`config.mk`:
```
export PLATFORM = sky130hd
export DESIGN_NAME = nkmd_cpu
export DESIGN_NICKNAME = d
export VERILOG_FILES = /design/src/nkmd_arch_pkg.sv /design/src/nkmd_isa_pkg.sv /design/src/nkmd_cpu.sv
export SDC_FILE = /design/constraint.sdc
export NUM_CORES = 1
export LEC_CHECK = 0
export BUFFER_PORTS_ARGS = -buffer_cell sky130_fd_sc_hd__buf_2
export CAP_MARGIN = 20
export CORE_ASPECT_RATIO = 1.75
export CORE_MARGIN = 3
export CORE_UTILIZATION = 50
export CTS_CLUSTER_SIZE = 12
export DETAILED_ROUTE_END_ITERATION = 16
export PLACE_DENSITY = 0.77
export SYNTH_ARGS = -nofsm -noshare
export SYNTH_HDL_FRONTEND = slang
export SYNTH_SLANG_ARGS = --single-unit
```
`constraint.sdc`:
```
create_clock -name clk -period 4.25 [get_ports clk]
set_input_delay 0.85 -clock clk [delete_from_list [all_inputs] [get_ports clk]]
set_output_delay 0.85 -clock clk [all_outputs]
set_load 0.01 [all_outputs]
```
`src/nkmd_arch_pkg.sv`:
```
package nkmd_arch_pkg;

    // ************************************************************************
    // bus widths and memory sizes
    // ************************************************************************
    localparam int DATA_W     = 32;
    localparam int ADDR_W     = 32;
    localparam int DAI_W      = 24;

    localparam int RAM_DEPTH  = 256;
    localparam int RAM_AW     = 8;                  // word index bits
    localparam int PROG_DEPTH = 256;
    localparam int PROG_AW    = 8;

    // ************************************************************************
    // address map, region in bits 15..12
    // ************************************************************************
    localparam int REG_LSB = 12;
    localparam int REG_W   = 4;

    localparam logic [REG_W-1:0] REG_RAM    = 4'd0;
    localparam logic [REG_W-1:0] REG_DAI_RX = 4'd1;
    localparam logic [REG_W-1:0] REG_DAI_TX = 4'd2;
    localparam logic [REG_W-1:0] REG_TIMER  = 4'd3;

    localparam logic [ADDR_W-1:0] ADDR_RX_DATA = 32'h0000_1000;
    localparam logic [ADDR_W-1:0] ADDR_RX_STAT = 32'h0000_1001;
    localparam logic [ADDR_W-1:0] ADDR_TX_DATA = 32'h0000_2000;
    localparam logic [ADDR_W-1:0] ADDR_TX_STAT = 32'h0000_2001;
    localparam logic [ADDR_W-1:0] ADDR_TIMER   = 32'h0000_3000;

endpackage

```
`src/nkmd_isa_pkg.sv`:
```
package nkmd_isa_pkg;

    // ************************************************************************
    // instruction word: opcode in 31..24, operand in 23..0
    // ************************************************************************
    localparam int OPC_LSB = 24;
    localparam int OPND_W  = 24;

    typedef enum logic [7:0] {
        OP_NOP  = 8'h00,
        OP_LDI  = 8'h01,                            // acc = operand
        OP_LD   = 8'h02,                            // acc = mem[operand]
        OP_ST   = 8'h03,                            // mem[operand] = acc
        OP_ADD  = 8'h04,
        OP_SUB  = 8'h05,
        OP_JMP  = 8'h06,
        OP_JZ   = 8'h07,                            // taken when acc == 0
        OP_HALT = 8'hff
    } opcode_e;

    // ************************************************************************
    // CPU sequencing
    // ************************************************************************
    typedef enum logic [2:0] {
        S_IDLE,
        S_FETCH,
        S_DECODE,
        S_EXEC,
        S_MEM,
        S_HALT
    } cpu_state_e;

endpackage

```
`src/nkmd_cpu.sv`:
```
`timescale 1ns/1ps

module nkmd_cpu (
    input  logic                              clk,
    input  logic                              arst_n_i,
    input  logic                              run_i,

    input  logic [nkmd_arch_pkg::DATA_W-1:0]  p_data_i,
    output logic [nkmd_arch_pkg::ADDR_W-1:0]  p_addr_o,

    input  logic [nkmd_arch_pkg::DATA_W-1:0]  r_data_i,
    output logic [nkmd_arch_pkg::ADDR_W-1:0]  r_addr_o,
    output logic [nkmd_arch_pkg::DATA_W-1:0]  r_data_o,
    output logic                              r_we_o,
    output logic                              r_re_o,

    output logic                              halt_o
);

    import nkmd_arch_pkg::*;
    import nkmd_isa_pkg::*;

    cpu_state_e         state_q;
    logic [ADDR_W-1:0]  pc_q;
    logic [DATA_W-1:0]  ir_q;
    logic [DATA_W-1:0]  acc_q;

    opcode_e            opc;
    logic [OPND_W-1:0]  opnd;
    logic               is_rd;
    logic               is_wr;

    // ************************************************************************
    // decode of the latched instruction
    // ************************************************************************
    assign opc   = opcode_e'(ir_q[DATA_W-1:OPC_LSB]);
    assign opnd  = ir_q[OPND_W-1:0];
    assign is_rd = (opc == OP_LD) || (opc == OP_ADD) || (opc == OP_SUB);
    assign is_wr = (opc == OP_ST);

    assign p_addr_o = pc_q;
    assign r_addr_o = ADDR_W'(opnd);                // zero extended
    assign r_data_o = acc_q;
    assign r_we_o   = (state_q == S_EXEC) && is_wr;
    assign r_re_o   = (state_q == S_EXEC) && is_rd;
    assign halt_o   = (state_q == S_HALT);

    // ************************************************************************
    // sequencer, pc and accumulator
    // ************************************************************************
    always_ff @(posedge clk or negedge arst_n_i) begin
        if (!arst_n_i) begin
            state_q <= S_IDLE;
            pc_q    <= '0;
            acc_q   <= '0;
        end else begin
            case (state_q)
                S_IDLE: begin
                    if (run_i) begin
                        state_q <= S_FETCH;
                    end
                end
                S_FETCH: begin
                    state_q <= S_DECODE;                // rom sees pc this cycle
                end
                S_DECODE: begin
                    state_q <= S_EXEC;
                end
                S_EXEC: begin
                    state_q <= S_MEM;
                    pc_q    <= pc_q + 1'b1;
                    case (opc)
                        OP_JMP: begin
                            pc_q <= ADDR_W'(opnd);
                        end
                        OP_JZ: begin
                            if (acc_q == '0) begin
                                pc_q <= ADDR_W'(opnd);
                            end
                        end
                        OP_HALT: begin
                            state_q <= S_HALT;
                        end
                        default: begin
                        end
                    endcase
                end
                S_MEM: begin
                    // finish the instruction, park if run dropped
                    state_q <= run_i ? S_FETCH : S_IDLE;
                    case (opc)
                        OP_LDI: begin
                            acc_q <= DATA_W'(opnd);
                        end
                        OP_LD: begin
                            acc_q <= r_data_i;
                        end
                        OP_ADD: begin
                            acc_q <= acc_q + r_data_i;
                        end
                        OP_SUB: begin
                            acc_q <= acc_q - r_data_i;
                        end
                        default: begin
                        end
                    endcase
                end
                S_HALT: begin
                    state_q <= S_HALT;                  // only reset leaves
                end
                default: begin
                    state_q <= S_IDLE;
                end
            endcase
        end
    end

    always_ff @(posedge clk) begin
        if (state_q == S_DECODE) begin
            ir_q <= p_data_i;                           // rom output of fetched pc
        end
    end

    // ************************************************************************
    // checks
    // ************************************************************************
    a_no_rw_overlap: assert property (
        @(posedge clk) disable iff (!arst_n_i)
        !(r_we_o && r_re_o)
    );

    a_strobe_in_exec: assert property (
        @(posedge clk) disable iff (!arst_n_i)
        (r_we_o || r_re_o) |-> (state_q == S_EXEC) && $past(state_q == S_DECODE)
    );

endmodule

```
After elaboration in Yosys (flattened, before gate mapping)
Cells that the tools add are included.
{ "classes": {"n_addsub": 3, "eq_ne": 14, "muxes": 7, "reduce_logical": 8} }
{ "op_table": {"columns": ["operator", "n"], "rows": [
  ["$pmux W32 S4", 1],
  ["$pmux W32 S2", 1],
  ["$add A32 B1 Y32 const B", 1],
  ["$add A32 B32 Y32", 1],
  ["$eq A8 B3 Y1 const B", 4],
  ["$logic_not A32 Y1", 1],
  ["$mux W32", 1],
  ["$sub A32 B32 Y32", 1],
  ["$pmux W3 S6", 1],
  ["$eq A8 B2 Y1 const B", 2],
  ["$eq A8 B1 Y1 const B", 1],
  ["$eq A8 B8 Y1 const B", 1],
  ["$eq A3 B2 Y1 const B", 2],
  ["$eq A3 B3 Y1 const B", 2],
  ["$reduce_bool A4 Y1", 1],
  ["$eq A3 B1 Y1 const B", 1],
  ["$logic_not A3 Y1", 1],
  ["$mux W3", 1],
  ["$logic_and A1 B1 Y1", 2],
  ["$logic_or A1 B1 Y1", 2],
  ["$mux W1", 2],
  ["$ne A2 B2 Y1 const B", 1],
  ["$reduce_and A2 Y1", 1]
]} }
{ "totals": {"regBits": 99, "input_bits": 67, "out_inout_bits": 99, "wordCells": 36} }

Logic depth before layout (Yosys ltp)
Gate-level depths: netlist of the first run.
{ "logic_depth": {"ltp_word": 4, "ltp_mapped": 18, "ltp_nobuf": 18} }

Worst setup path before layout of the first run
OpenSTA, ideal clock, no wires.
{ "synth_timing": {"path_type": "input-to-reg", "start": "input port r_data_i[8] (netlist name)", "end": "register acc_q[29], in the netlist r_data_o[29]", "setup_time_ns": 0.128, "arrival_ns": 3.973, "required_ns": 4.122, "setup_slack_ns": 0.149, "path_stages": 16, "path_buffers": 1, "cell_sequence": "or4_1 -> nor4_4 -> nand2_1 -> nand2_1 -> nand2_1 -> xnor2_1 -> ha_1 -> clkbuf_1 -> a21o_1 -> nand3_1 -> nor3b_1 -> nor4b_2 -> nor3_1 -> or3_1 -> a311oi_1 -> nor3b_1"} }
{ "synth_via": {"elab_chain_len": 2, "elab_cells_between_ends": 3, "cone_classes": "add/sub: 2; mux: 1"} }
{ "synth_rtl": {"columns": ["element", "line_no", "rtl"], "rows": [
  ["start: declaration", "nkmd_cpu.sv:11", "input logic [nkmd_arch_pkg::DATA_W-1:0] r_data_i,"],
  ["$sub A32 B32 Y32 / $add A32 B32 Y32 (equally long branches)", "nkmd_cpu.sv:102, nkmd_cpu.sv:99", null],
  ["$pmux W32 S4 *", "nkmd_cpu.sv:91", "case (opc)"],
  ["end signal: assignment", "nkmd_cpu.sv:93", "acc_q <= DATA_W'(opnd);"],
  ["end signal: assignment", "nkmd_cpu.sv:96", "acc_q <= r_data_i;"],
  ["end signal: assignment", "nkmd_cpu.sv:102", "acc_q <= acc_q - r_data_i;"],
  ["end: declaration", "nkmd_cpu.sv:26", "logic [DATA_W-1:0] acc_q;"]
]} }
Every way passes the cells marked *; elsewhere a longest branch is shown, timed or not.
A chain may end at the register's enable or synchronous reset.

Worst setup path in the final report of the first run
{ "layout_timing": {"start": "register ir_q[29]", "end": "register acc_q[20], in the netlist r_data_o[20]"} }
{ "layout_via": {"elab_chain_len": 3, "elab_cells_between_ends": 7, "cone_classes": "eq/ne: 4; mux: 1; reduce/logical: 2"} }
{ "layout_rtl": {"columns": ["element", "line_no", "rtl"], "rows": [
  ["start: declaration", "nkmd_cpu.sv:25", "logic [DATA_W-1:0] ir_q;"],
  ["start signal: assignment", "nkmd_cpu.sv:120", "ir_q <= p_data_i;"],
  ["$eq A8 B2 Y1, or another cell as far along", "nkmd_cpu.sv:91", null],
  ["$reduce_bool A4 Y1 (no source line)", null, null],
  ["$reduce_and A2 Y1 (no source line)", null, null],
  ["end signal: assignment", "nkmd_cpu.sv:93", null],
  ["end signal: assignment", "nkmd_cpu.sv:96", null],
  ["end signal: assignment", "nkmd_cpu.sv:99", "acc_q <= acc_q + r_data_i;"]
]} }
Several ways; a longest one is shown, not always the timed one.

==> metrics.txt, run 1 <==
# TYPE chip_impl_metric gauge
chip_impl_metric{name="wl_per_cell",unit="um"} 20.3
chip_impl_metric{name="synthToLayoutAreaGrowth",unit="%"} 26.7
chip_impl_metric{name="synth_cell_type_count",unit=""} 79
chip_impl_metric{name="via_count",unit=""} 7761
chip_impl_metric{name="place.port_buffers",unit=""} 157
chip_impl_metric{name="syn-instance-count",unit=""} 869
chip_impl_metric{name="fmaxAchievable",unit="GHz"} 0.239
chip_impl_metric{name="synth.cell_area",unit="um2"} 7480
chip_impl_info{name="timing.critical_path.cells",value="or4_4 > nor4b_4 > and2_4 > buf_12 > nor2_2 > xnor2_1 > ha_1 > a211o_1 > a211oi_2 > o21bai_2 > o21ai_2 > buf_6 > o31ai_4 > buf_4 > xor2_1 > a221oi_1 > a21oi_1"} 1
chip_impl_metric{name="leakage",unit="nW"} 4.16
chip_impl_metric{name="max_cap_viol_count",unit=""} 0
chip_impl_metric{name="htree_levels",unit=""} 3
chip_impl_metric{name="initial_antenna_violation_count",unit=""} 0
chip_impl_metric{name="path_clk_slew",unit="ps"} 90
chip_impl_metric{name="finalClockSkew",unit="ps"} 13.8
chip_impl_metric{name="async_reset_ff_share",unit="%"} 67.7
chip_impl_metric{name="timing.critical_path.fanout_max",unit=""} 7
chip_impl_info{name="layout_commonest_cell",value="sky130_fd_sc_hd__buf_2"} 1
chip_impl_metric{name="critPathMaxStageDelay",unit="ps"} 590
chip_impl_metric{name="post_drt_via_cell_ratio",unit=""} 6.14
chip_impl_metric{name="worst_margin_slew",unit="ps"} 875
chip_impl_metric{name="finalWeightedCongestion",unit=""} 1.01
chip_impl_metric{name="multi_input_comb_area",unit="um2"} 4690
chip_impl_metric{name="dp_hpwl",unit="um"} 19500
chip_impl_metric{name="rows",unit=""} 58
chip_impl_info{name="root_buffer",value="sky130_fd_sc_hd__clkbuf_16"} 1
chip_impl_metric{name="cts_made_buffers",unit=""} 9
chip_impl_metric{name="finalSetupTns",unit="ps"} 0
chip_impl_info{name="mostFrequentLayoutCells",value="157 x sky130_fd_sc_hd__buf_2, 99 x sky130_fd_sc_hd__buf_4, 86 x sky130_fd_sc_hd__nand2_1"} 1
chip_impl_metric{name="route.detailed.drc",unit=""} 0
chip_impl_metric{name="grt_first_pass_wirelength",unit="um"} 39200
chip_impl_metric{name="worst_ep_arrival_time",unit="ps"} 4430
chip_impl_metric{name="drtAntennaViolNets",unit=""} 0
chip_impl_metric{name="antenna_cells",unit=""} 0
chip_impl_metric{name="cts_hold_buffers",unit=""} 0
chip_impl_metric{name="sequential_cell_area",unit="um2"} 2640
chip_impl_info{name="clock_tree_from_tritoncts",value="built"} 1
chip_impl_info{name="ys_dominant_reg_cell",value="sky130_fd_sc_hd__dfrtp_1"} 1
chip_impl_metric{name="synth_enable_flop_cells",unit=""} 32
chip_impl_metric{name="drive_gt1_share",unit="%"} 32.3
chip_impl_metric{name="die_w",unit="um"} 98.5
chip_impl_info{name="run_status",value="finished, final reports clean"} 1
chip_impl_metric{name="final.min_clock_period",unit="ps"} 4190
chip_impl_metric{name="slew_viol_final",unit=""} 0
chip_impl_metric{name="highest_ir_drop_seen_on_vdd",unit="mV"} 0.301
chip_impl_metric{name="worst_slack",unit="ps"} 61.9
chip_impl_metric{name="detailedRoute.firstIterationViolations",unit=""} 550
chip_impl_metric{name="total_power",unit="mW"} 4.17
chip_impl_info{name="critPathSlowestCell",value="sky130_fd_sc_hd__or4_4"} 1
chip_impl_metric{name="drt_first_pass_iters",unit=""} 5
chip_impl_metric{name="insertion_delay",unit="ps"} 360
chip_impl_metric{name="avgSynthCellArea",unit="um2"} 8.61
chip_impl_metric{name="routed_wirelength",unit="um"} 25600
chip_impl_metric{name="yosysWarningCount",unit=""} 0
chip_impl_metric{name="globalRouteOverflowTotal",unit=""} 0
chip_impl_metric{name="power-per-cell-area",unit="nW/um2"} 440
chip_impl_metric{name="final_core_util",unit="%"} 65.3
chip_impl_metric{name="tritoncts_num_sinks",unit=""} 99
chip_impl_metric{name="fin_cells",unit=""} 1263
chip_impl_metric{name="die_h",unit="um"} 168
chip_impl_metric{name="pre_cts_slack",unit="ps"} -273
chip_impl_metric{name="fill_cells",unit=""} 1255
chip_impl_metric{name="grt_start_max_net_pins",unit=""} 41
chip_impl_metric{name="floorplan.die_area",unit="um2"} 16500
chip_impl_metric{name="post-route-period-util",unit="%"} 98.5
chip_impl_metric{name="synth-seq-cells",unit=""} 99
chip_impl_metric{name="placed_cells_incl_taps",unit=""} 1232
chip_impl_metric{name="clock_path_buffers",unit=""} 2
chip_impl_metric{name="design.portCount",unit=""} 166
chip_impl_metric{name="grt_util_all_layers",unit="%"} 29.7
chip_impl_metric{name="placeableCoreArea",unit="um2"} 14500
chip_impl_metric{name="slew_headroom",unit="%"} 41.5
chip_impl_info{name="grt_setup_unrepaired",value="true"} 1
chip_impl_metric{name="fin_nets",unit=""} 1179
chip_impl_metric{name="ys_seq_area_share",unit="%"} 35.3
chip_impl_metric{name="number_of_global_route_vias_before_repair",unit=""} 7582
chip_impl_metric{name="crit_required",unit="ps"} 4490
chip_impl_metric{name="hold_violation_count_in_the_final_report",unit=""} 0
chip_impl_metric{name="start_util",unit="%"} 51.5
chip_impl_metric{name="setup_violations",unit=""} 0
chip_impl_info{name="hold_path.class",value="reg -> reg"} 1
chip_impl_info{name="timing.critical_path.to_type",value="flip-flop"} 1
chip_impl_info{name="crit_path_start_kind",value="flip-flop"} 1
chip_impl_info{name="criticalPathCategory",value="reg -> reg"} 1
-- critical path: cells and delay by family, from the launching register on --
family / cells / cell delay [ps]
AOI/OAI and AO/OA: 7 / 1350
adders and majority gates: 1 / 280
DFF: 1 / 400
and+or+nand+nor: 4 / 1270
buffers and inverters: 3 / 440
xor gates and xnor gates: 2 / 330
-- layer usage --
metal | track usage (%) | wire, um | vias to the layer above | share of wire (%)
met5 | 0 | 0 | - | 0
met4 | 16.8 | 1570 | 0 | 6.1
met3 | 2.90 | 1600 | 114 | 6.3
met2 | 53.6 | 13200 | 379 | 52
met1 | 33.7 | 9170 | 3686 | 36
li1 | - | - | 3582 | -
-- power breakdown --
group	internal [mW]	switching, mW
Sequential	1.23	0.268
Clock	0.414	0.421
Combinational	0.785	1.05
Total	2.43	1.74
-- repair_timing --
action,4_1_cts,5_1_grt
cloned,0,0
pin swaps,4,31
resized for setup,4,55
endpoints found under the setup margin,1,17
buffers inserted,4,11
-- sequential cells by signal, indices dropped and copies added (netlist names) --
name      count
state_q       3
p_addr_o     32
ir_q         32
r_data_o     32
-- cell families (layout without fill, tap and decap cells) --
| group | Yosys count | count (layout) | synth area share (%) |
|---|---|---|---|
| xor gates and xnor gates | 64 | 64 | 7.49 |
| other | 1 | 8 | 0.0501 |
| DFF | 99 | 99 | 35.3 |
| and+or+nand+nor | 312 | 312 | 21.9 |
| buffers and inverters | 87 | 294 | 6.12 |
| AOI/OAI and AO/OA | 267 | 267 | 22.7 |
| adders and majority gates | 34 | 34 | 5.79 |
| muxes | 5 | 5 | 0.686 |
-- area by class of cell --
type	count	share of cell area [%]
clock buffers	10	2.42
clock inverters	6	0.607
inverters	19	0.752
multi-input cells	690	49.4
flip-flops and latches	99	27.8
well taps	180	2.38
repair buffers	259	16.6
-- Yosys cell counts, drive strengths merged, types with 4 or more instances --
cell type / n / area share (%)
nor3b: 4 / 0.40
nand2: 89 / 4.5
o21ai: 73 / 5.0
nor3: 15 / 1.2
o21bai: 5 / 0.55
dfrtp: 67 / 22
nor2b: 4 / 0.33
buf: 41 / 3.8
and2: 9 / 0.75
inv: 19 / 0.95
a211oi: 5 / 0.57
a22oi: 11 / 1.1
a31oi: 19 / 1.6
a21oi: 85 / 5.7
edfxtp: 32 / 13
nor4: 14 / 1.8
o31ai: 8 / 1.1
xnor2: 28 / 3.3
and4: 4 / 0.47
nand4: 16 / 1.3
nor2: 87 / 4.5
a31o: 4 / 0.47
or4: 5 / 0.65
a21o: 13 / 1.3
a221oi: 15 / 2.0
mux2i: 4 / 0.54
and3: 14 / 1.2
nor4b: 4 / 0.95
xor2: 36 / 4.2
nand3: 27 / 1.8
clkbuf: 27 / 1.4
ha: 33 / 5.5
or3: 7 / 0.59
-- path summary, 6_finish.rpt --
kind | start | end | slack (ps) | depth (start not counted)
max | ir_q[29] | r_data_o[20] | 60 | 17
min | state_q[2] | state_q[1] | 480 | 1
max reg2reg | ir_q[29] | r_data_o[20] | 60 | 17
min reg2reg | state_q[2] | state_q[1] | 480 | 1
max in group asynchronous | arst_n_i | p_addr_o[0] | 2870 | 2
min in group asynchronous | arst_n_i | r_data_o[24] | 560 | 1
-- stage by stage --
step / instance area (um2) / hold WS [ps]
floorplan: 7510 / 449
global placement: 8800 / 475
detailed placement: 8800 / 479
CTS: 9140 / 487
global route: 9480 / 523
finish: 9480 / 477
Note: power is estimated with default switching activity, not from simulation.
==> run 2, diff against run 1 <==
--- a/config.mk
+++ b/config.mk
@@ -9,10 +9,10 @@
 export CAP_MARGIN = 20
 export CORE_ASPECT_RATIO = 1.75
 export CORE_MARGIN = 3
-export CORE_UTILIZATION = 50
+export CORE_UTILIZATION = 60
 export CTS_CLUSTER_SIZE = 12
 export DETAILED_ROUTE_END_ITERATION = 16
-export PLACE_DENSITY = 0.77
+export PLACE_DENSITY = 0.87
 export SYNTH_ARGS = -nofsm -noshare
 export SYNTH_HDL_FRONTEND = slang
 export SYNTH_SLANG_ARGS = --single-unit
==> constraint.sdc (replaced) <==
create_clock -name clk -period 4.9 [get_ports clk]
set_input_delay 0.98 -clock clk [delete_from_list [all_inputs] [get_ports clk]]
set_output_delay 0.98 -clock clk [all_outputs]
set_load 0.01 [all_outputs]
==> metrics.txt, run 2 (synthesis results as in run 1) <==
# TYPE chip_impl_metric gauge
chip_impl_metric{name="pre_cts_slack",unit="ps"} 205
chip_impl_info{name="layout_commonest_cell",value="sky130_fd_sc_hd__buf_2"} 1
chip_impl_metric{name="wl_per_cell",unit="um"} 20.3
chip_impl_metric{name="rows",unit=""} 53
chip_impl_metric{name="grt_start_max_net_pins",unit=""} 45
chip_impl_metric{name="post_drt_via_cell_ratio",unit=""} 6.44
chip_impl_metric{name="die_h",unit="um"} 154
chip_impl_metric{name="drive_gt1_share",unit="%"} 22.5
chip_impl_metric{name="total_power",unit="mW"} 3.38
chip_impl_info{name="worstReg2RegStart",value="ir_q[30]"} 1
chip_impl_metric{name="tritoncts_num_sinks",unit=""} 99
chip_impl_info{name="worst_hold_path.endpoint",value="p_addr_o[25]"} 1
chip_impl_metric{name="clock_path_buffers",unit=""} 2
chip_impl_metric{name="design.portCount",unit=""} 166
chip_impl_metric{name="post_cts_resized",unit=""} 0
chip_impl_metric{name="drtAntennaViolNets",unit=""} 0
chip_impl_metric{name="globalRouteOverflowTotal",unit=""} 0
chip_impl_info{name="min-delay-start",value="p_addr_o[25]"} 1
chip_impl_metric{name="multi_input_comb_area",unit="um2"} 4420
chip_impl_metric{name="placed_cell_area",unit="um2"} 8250
chip_impl_metric{name="place.port_buffers",unit=""} 157
chip_impl_metric{name="fin_nets",unit=""} 1096
chip_impl_info{name="critPathSlowestCell",value="sky130_fd_sc_hd__or4_4"} 1
chip_impl_metric{name="grt_util_all_layers",unit="%"} 33.5
chip_impl_metric{name="grt_first_pass_wirelength",unit="um"} 37200
chip_impl_info{name="mostFrequentLayoutCells",value="157 x sky130_fd_sc_hd__buf_2, 87 x sky130_fd_sc_hd__nand2_1, 86 x sky130_fd_sc_hd__nor2_1"} 1
chip_impl_metric{name="fmaxAchievable",unit="GHz"} 0.217
chip_impl_info{name="setup.worst_path.start",value="ir_q[30]"} 1
chip_impl_info{name="crit_path_start_kind",value="flip-flop"} 1
chip_impl_metric{name="route.detailed.drc",unit=""} 0
chip_impl_metric{name="slew_viol_final",unit=""} 0
chip_impl_metric{name="placeableCoreArea",unit="um2"} 12100
chip_impl_metric{name="dp_hpwl",unit="um"} 18100
chip_impl_metric{name="sequential_cell_area",unit="um2"} 2640
chip_impl_info{name="clock_tree_from_tritoncts",value="built"} 1
chip_impl_metric{name="critPathMaxStageDelay",unit="ps"} 580
chip_impl_metric{name="cell_depth_of_the_worst_flop_to_flop_path",unit=""} 15
chip_impl_info{name="r2r-end",value="r_data_o[31]"} 1
chip_impl_metric{name="floorplan.die_area",unit="um2"} 13900
chip_impl_metric{name="r2r_setup_slack",unit="ps"} 290
chip_impl_metric{name="worst_margin_slew",unit="ps"} 986
chip_impl_metric{name="post-route-period-util",unit="%"} 94.1
chip_impl_metric{name="number_of_global_route_vias_before_repair",unit=""} 7503
chip_impl_info{name="criticalPathCategory",value="reg -> reg"} 1
chip_impl_info{name="timing.critical_path.cells",value="or4_4 > nor4b_4 > and2_1 > buf_4 > a21oi_1 > xnor2_1 > ha_1 > a21o_1 > a31o_2 > a31oi_1 > a31oi_1 > a22o_1 > o31a_1 > mux2i_1 > nand2_1"} 1
chip_impl_metric{name="slew_headroom",unit="%"} 34.3
chip_impl_metric{name="min_delay_path_depth",unit=""} 1
chip_impl_metric{name="insertion_delay",unit="ps"} 360
chip_impl_metric{name="detailedRoute.firstIterationViolations",unit=""} 479
chip_impl_metric{name="path_clk_slew",unit="ps"} 80
chip_impl_info{name="critPathTopFamily",value="compound AO/OA/AOI/OAI gates"} 1
chip_impl_metric{name="worst_ep_arrival_time",unit="ps"} 4850
chip_impl_info{name="worst_path_most_repeated_cell",value="sky130_fd_sc_hd__a31oi_1"} 1
chip_impl_metric{name="finalSetupTns",unit="ps"} 0
chip_impl_metric{name="highest_ir_drop_seen_on_vdd",unit="mV"} 0.327
chip_impl_metric{name="power-per-cell-area",unit="nW/um2"} 393
chip_impl_info{name="timing.critical_path.to_type",value="flip-flop"} 1
chip_impl_metric{name="drt_first_pass_iters",unit=""} 8
chip_impl_metric{name="setup_buffers_after_cts",unit=""} 0
chip_impl_metric{name="critical_path_buf_inv_count",unit=""} 1
chip_impl_metric{name="postLayoutCellArea",unit="um2"} 8610
chip_impl_metric{name="finalWeightedCongestion",unit=""} 1.05
chip_impl_metric{name="crit_required",unit="ps"} 5140
chip_impl_info{name="root_buffer",value="sky130_fd_sc_hd__clkbuf_16"} 1
chip_impl_metric{name="cts_made_buffers",unit=""} 9
chip_impl_metric{name="worst_hold_slack",unit="ps"} 497
chip_impl_metric{name="antenna_cells",unit=""} 0
chip_impl_metric{name="fill_cells",unit=""} 968
chip_impl_info{name="hold_path.class",value="reg -> reg"} 1
chip_impl_info{name="run_status",value="finished, final reports clean"} 1
chip_impl_metric{name="final_core_util",unit="%"} 71.0
chip_impl_metric{name="initial_antenna_violation_count",unit=""} 0
chip_impl_metric{name="max_cap_viol_count",unit=""} 0
chip_impl_metric{name="routed_wirelength",unit="um"} 23600
chip_impl_metric{name="placed_cells_incl_taps",unit=""} 1147
chip_impl_metric{name="final.min_clock_period",unit="ps"} 4610
chip_impl_metric{name="worst_slack",unit="ps"} 292
chip_impl_metric{name="timing.critical_path.fanout_max",unit=""} 7
chip_impl_metric{name="hold_violation_count_in_the_final_report",unit=""} 0
chip_impl_metric{name="leakage",unit="nW"} 3.74
chip_impl_metric{name="fin_cells",unit=""} 1165
chip_impl_metric{name="synthToLayoutAreaGrowth",unit="%"} 15.1
chip_impl_metric{name="via_count",unit=""} 7501
chip_impl_metric{name="cts_hold_buffers",unit=""} 0
chip_impl_metric{name="finalClockSkew",unit="ps"} 14.3
chip_impl_metric{name="die_w",unit="um"} 90.4
chip_impl_info{name="grt_setup_unrepaired",value="false"} 1
chip_impl_metric{name="htree_levels",unit=""} 3
chip_impl_metric{name="setup_violations",unit=""} 0
chip_impl_metric{name="start_util",unit="%"} 61.6
[run 2: worst register-to-register path, stage by stage, from the launching register on]
cell                       delay (ps)
sky130_fd_sc_hd__edfxtp_1         390
sky130_fd_sc_hd__or4_4            590
sky130_fd_sc_hd__nor4b_4          320
sky130_fd_sc_hd__and2_1           460
sky130_fd_sc_hd__buf_4            230
sky130_fd_sc_hd__a21oi_1           60
sky130_fd_sc_hd__xnor2_1          150
sky130_fd_sc_hd__ha_1             370
sky130_fd_sc_hd__a21o_1           200
sky130_fd_sc_hd__a31o_2           240
sky130_fd_sc_hd__a31oi_1          390
sky130_fd_sc_hd__a31oi_1          270
sky130_fd_sc_hd__a22o_1           270
sky130_fd_sc_hd__o31a_1           350
sky130_fd_sc_hd__mux2i_1          160
sky130_fd_sc_hd__nand2_1           70
[run 2: cell type report]
class | count | share of cell area [%]
Multi-Input combinational cell | 690 | 51.3
Tap cell | 165 | 2.40
Clock inverter | 6 | 0.915
Clock buffer | 10 | 2.77
Timing Repair Buffer | 176 | 11.2
Inverter | 19 | 0.828
Sequential cell | 99 | 30.6
[run 2: per-layer routing]
layer	wire length, um	up-vias	share of wire [%]	GRT usage [%]
met5	0	-	0	0
met4	1670	0	7.1	24.2
met3	1940	130	8.2	6.36
met2	11900	451	50	58.3
met1	8150	3508	34	36.1
li1	-	3412	-	-
[run 2: report_power, final]
group          switching (mW)  internal (mW)  leakage [nW]
combinational           0.795          0.504          2.48
clock                   0.358          0.422         0.157
sequential              0.238           1.06          1.11
total                    1.39           1.99          3.74
[run 2: how the worst max path moves through the flow]
| stage | to | slack, ps | depth (start not counted) |
|---|---|---|---|
| after global routing | r_data_o[29] | 80 | 16 |
| final | r_data_o[31] | 290 | 15 |
| after floorplan | r_data_o[29] | 670 | 16 |
| after detailed placement | r_data_o[31] | 200 | 16 |
| after global placement | r_data_o[29] | 300 | 16 |
| after CTS | r_data_o[31] | 340 | 15 |
==> run 3, diff against run 2 <==
--- a/config.mk
+++ b/config.mk
@@ -7,7 +7,7 @@
 export LEC_CHECK = 0
 export BUFFER_PORTS_ARGS = -buffer_cell sky130_fd_sc_hd__buf_2
 export CAP_MARGIN = 20
-export CORE_ASPECT_RATIO = 1.75
+export CORE_ASPECT_RATIO = 0.9
 export CORE_MARGIN = 3
 export CORE_UTILIZATION = 60
 export CTS_CLUSTER_SIZE = 12
==> metrics.txt, run 3 (synthesis results as in run 1) <==
# TYPE chip_impl_metric gauge
chip_impl_info{name="hold_path.class",value="reg -> reg"} 1
chip_impl_info{name="critPathSlowestCell",value="sky130_fd_sc_hd__or4_4"} 1
chip_impl_metric{name="final.min_clock_period",unit="ps"} 4640
chip_impl_metric{name="fin_nets",unit=""} 1093
chip_impl_metric{name="synthToLayoutAreaGrowth",unit="%"} 14.2
chip_impl_metric{name="grt_util_all_layers",unit="%"} 33.9
chip_impl_info{name="critPathTopFamily",value="simple AND/OR/NAND/NOR gates"} 1
chip_impl_metric{name="floorplan.die_area",unit="um2"} 13800
chip_impl_info{name="worst_path_most_repeated_cell",value="sky130_fd_sc_hd__nor3b_1"} 1
chip_impl_metric{name="leakage",unit="nW"} 3.71
chip_impl_info{name="worst_hold_path.endpoint",value="p_addr_o[25]"} 1
chip_impl_metric{name="p_seq_share",unit="%"} 39.4
chip_impl_metric{name="cts_hold_buffers",unit=""} 0
chip_impl_metric{name="share_comb_of_total_power",unit="%"} 38.6
chip_impl_info{name="timing.critical_path.cells",value="or4_4 > nor4b_4 > and2_1 > buf_4 > o21ai_2 > xnor2_1 > ha_1 > a21oi_1 > o21ai_0 > nor3b_1 > nor4b_2 > nor3_1 > or3_1 > a311oi_1 > nor3b_1"} 1
chip_impl_metric{name="design.portCount",unit=""} 166
chip_impl_metric{name="timing.critical_path.fanout_max",unit=""} 10
chip_impl_info{name="grt_setup_unrepaired",value="false"} 1
chip_impl_metric{name="cts_made_buffers",unit=""} 9
chip_impl_metric{name="power.net_switching",unit="mW"} 1.40
chip_impl_metric{name="initial_antenna_violation_count",unit=""} 1
chip_impl_metric{name="drive_gt1_share",unit="%"} 22.3
chip_impl_metric{name="drt_first_pass_iters",unit=""} 6
chip_impl_metric{name="placeableCoreArea",unit="um2"} 12100
chip_impl_metric{name="finalWeightedCongestion",unit=""} 1.02
chip_impl_metric{name="detailedRoute.firstIterationViolations",unit=""} 1086
chip_impl_metric{name="tritoncts_num_sinks",unit=""} 99
chip_impl_metric{name="post_cts_resized",unit=""} 0
chip_impl_metric{name="fmaxAchievable",unit="GHz"} 0.215
chip_impl_metric{name="pre_cts_slack",unit="ps"} 106
chip_impl_metric{name="start_util",unit="%"} 61.7
chip_impl_info{name="criticalPathCategory",value="reg -> reg"} 1
chip_impl_metric{name="highest_ir_drop_seen_on_vdd",unit="mV"} 0.263
chip_impl_metric{name="slew_headroom",unit="%"} 36.9
chip_impl_metric{name="place.port_buffers",unit=""} 157
chip_impl_metric{name="cell_depth_of_the_worst_flop_to_flop_path",unit=""} 15
chip_impl_metric{name="grt_first_pass_wirelength",unit="um"} 36800
chip_impl_metric{name="min_delay_path_depth",unit=""} 1
chip_impl_info{name="run_status",value="finished, final reports clean"} 1
chip_impl_metric{name="grt_start_max_net_pins",unit=""} 41
chip_impl_metric{name="finalClockSkew",unit="ps"} 8.68
chip_impl_info{name="mostFrequentLayoutCells",value="157 x sky130_fd_sc_hd__buf_2, 87 x sky130_fd_sc_hd__nand2_1, 86 x sky130_fd_sc_hd__nor2_1"} 1
chip_impl_metric{name="rows",unit=""} 38
chip_impl_metric{name="hold_violation_count_in_the_final_report",unit=""} 0
chip_impl_metric{name="insertion_delay",unit="ps"} 360
chip_impl_info{name="crit_path_start_kind",value="flip-flop"} 1
chip_impl_metric{name="via_count",unit=""} 7542
chip_impl_info{name="root_buffer",value="sky130_fd_sc_hd__clkbuf_16"} 1
chip_impl_metric{name="post-route-period-util",unit="%"} 94.8
chip_impl_metric{name="power.clock.fraction",unit="%"} 22.0
chip_impl_info{name="min-delay-start",value="p_addr_o[25]"} 1
chip_impl_metric{name="setup_violations",unit=""} 0
chip_impl_metric{name="path_clk_slew",unit="ps"} 80
chip_impl_metric{name="die_h",unit="um"} 112
chip_impl_metric{name="r2r_setup_slack",unit="ps"} 260
chip_impl_info{name="layout_commonest_cell",value="sky130_fd_sc_hd__buf_2"} 1
chip_impl_metric{name="slew_viol_final",unit=""} 0
chip_impl_metric{name="drtAntennaViolNets",unit=""} 0
chip_impl_metric{name="power-per-cell-area",unit="nW/um2"} 393
chip_impl_metric{name="die_w",unit="um"} 124
chip_impl_metric{name="globalRouteOverflowTotal",unit=""} 0
chip_impl_metric{name="finalSetupTns",unit="ps"} 0
chip_impl_info{name="worstReg2RegStart",value="ir_q[30]"} 1
chip_impl_metric{name="critical_path_buf_inv_count",unit=""} 1
chip_impl_metric{name="route.detailed.drc",unit=""} 0
chip_impl_metric{name="number_of_global_route_vias_before_repair",unit=""} 7060
chip_impl_metric{name="fill_cells",unit=""} 978
chip_impl_info{name="clock_tree_from_tritoncts",value="built"} 1
chip_impl_metric{name="power_report.internal_total",unit="mW"} 1.95
chip_impl_metric{name="dp_hpwl",unit="um"} 17400
chip_impl_metric{name="total_power",unit="mW"} 3.35
chip_impl_metric{name="setup_buffers_after_cts",unit=""} 0
chip_impl_metric{name="antenna_cells",unit=""} 0
chip_impl_metric{name="htree_levels",unit=""} 3
chip_impl_metric{name="clock_path_buffers",unit=""} 2
chip_impl_metric{name="p_sw_share",unit="%"} 41.8
chip_impl_metric{name="critPathMaxStageDelay",unit="ps"} 590
chip_impl_info{name="r2r-end",value="r_data_o[29]"} 1
chip_impl_info{name="timing.critical_path.to_type",value="flip-flop"} 1
chip_impl_metric{name="worst_slack",unit="ps"} 257
chip_impl_metric{name="max_cap_viol_count",unit=""} 0
chip_impl_metric{name="crit_required",unit="ps"} 5150
chip_impl_metric{name="worst_margin_slew",unit="ps"} 945
chip_impl_metric{name="wl_per_cell",unit="um"} 20.4
chip_impl_metric{name="worst_ep_arrival_time",unit="ps"} 4890
chip_impl_metric{name="routed_wirelength",unit="um"} 23600
chip_impl_metric{name="post_drt_via_cell_ratio",unit=""} 6.52
## run 3: worst max path at each step
stage	from	end	slack, ps	depth (start not counted)
floorplan	r_data_i[8]	r_data_o[29]	670	16
global placement	r_data_i[8]	r_data_o[29]	220	16
detailed placement	r_data_i[8]	r_data_o[29]	110	16
CTS	ir_q[30]	r_data_o[29]	360	15
global route	ir_q[30]	r_data_o[29]	40	15
finish	ir_q[30]	r_data_o[29]	260	15
## run 3: per-stage QoR
step                util (%)  instance area (um2)  hold slack (ps)  std cells
finish                  70.5                 8540              512       1157
global route            70.5                 8540              527       1157
CTS                     70.4                 8530              504       1156
detailed placement      67.9                 8230              473       1140
global placement        67.9                 8230              484       1140
floorplan                  -                 7510              449        876
## run 3: layout make-up
type	count	area (um2)	share of cell area (%)
clock buffers	10	250	2.93
multi-input cells	690	4420	51.7
repair buffers	173	910	10.6
well taps	160	200	2.34
flip-flops and latches	99	2640	30.9
clock inverters	6	55.1	0.644
inverters	19	71.3	0.835
## run 3: worst register-to-register path, cell delays in order, from the launching register on
cell and delay [ps]:
sky130_fd_sc_hd__edfxtp_1 390, sky130_fd_sc_hd__or4_4 590, sky130_fd_sc_hd__nor4b_4 440, sky130_fd_sc_hd__and2_1 390
sky130_fd_sc_hd__buf_4 270, sky130_fd_sc_hd__o21ai_2 170, sky130_fd_sc_hd__xnor2_1 170, sky130_fd_sc_hd__ha_1 370
sky130_fd_sc_hd__a21oi_1 160, sky130_fd_sc_hd__o21ai_0 120, sky130_fd_sc_hd__nor3b_1 310, sky130_fd_sc_hd__nor4b_2 340
sky130_fd_sc_hd__nor3_1 130, sky130_fd_sc_hd__or3_1 340, sky130_fd_sc_hd__a311oi_1 270, sky130_fd_sc_hd__nor3b_1 70
## run 3: routing by layer
layer | wire [um] | GRT usage, % | part of all wire (%)
met5 | 13 | 0 | 0.055
met4 | 1040 | 15.1 | 4.4
met3 | 2690 | 8.79 | 11
met2 | 10700 | 52.0 | 45
met1 | 9180 | 45.1 | 39
## run 3: power groups by stage
stage | clock network, mW | logic, mW | registers [mW]
floorplan | 0 | 0.907 | 1.26
global route | 0.775 | 1.42 | 1.34
finish | 0.737 | 1.29 | 1.32
detailed placement | 0 | 1.26 | 1.33
CTS | 0.742 | 1.27 | 1.31
global placement | 0 | 1.24 | 1.32
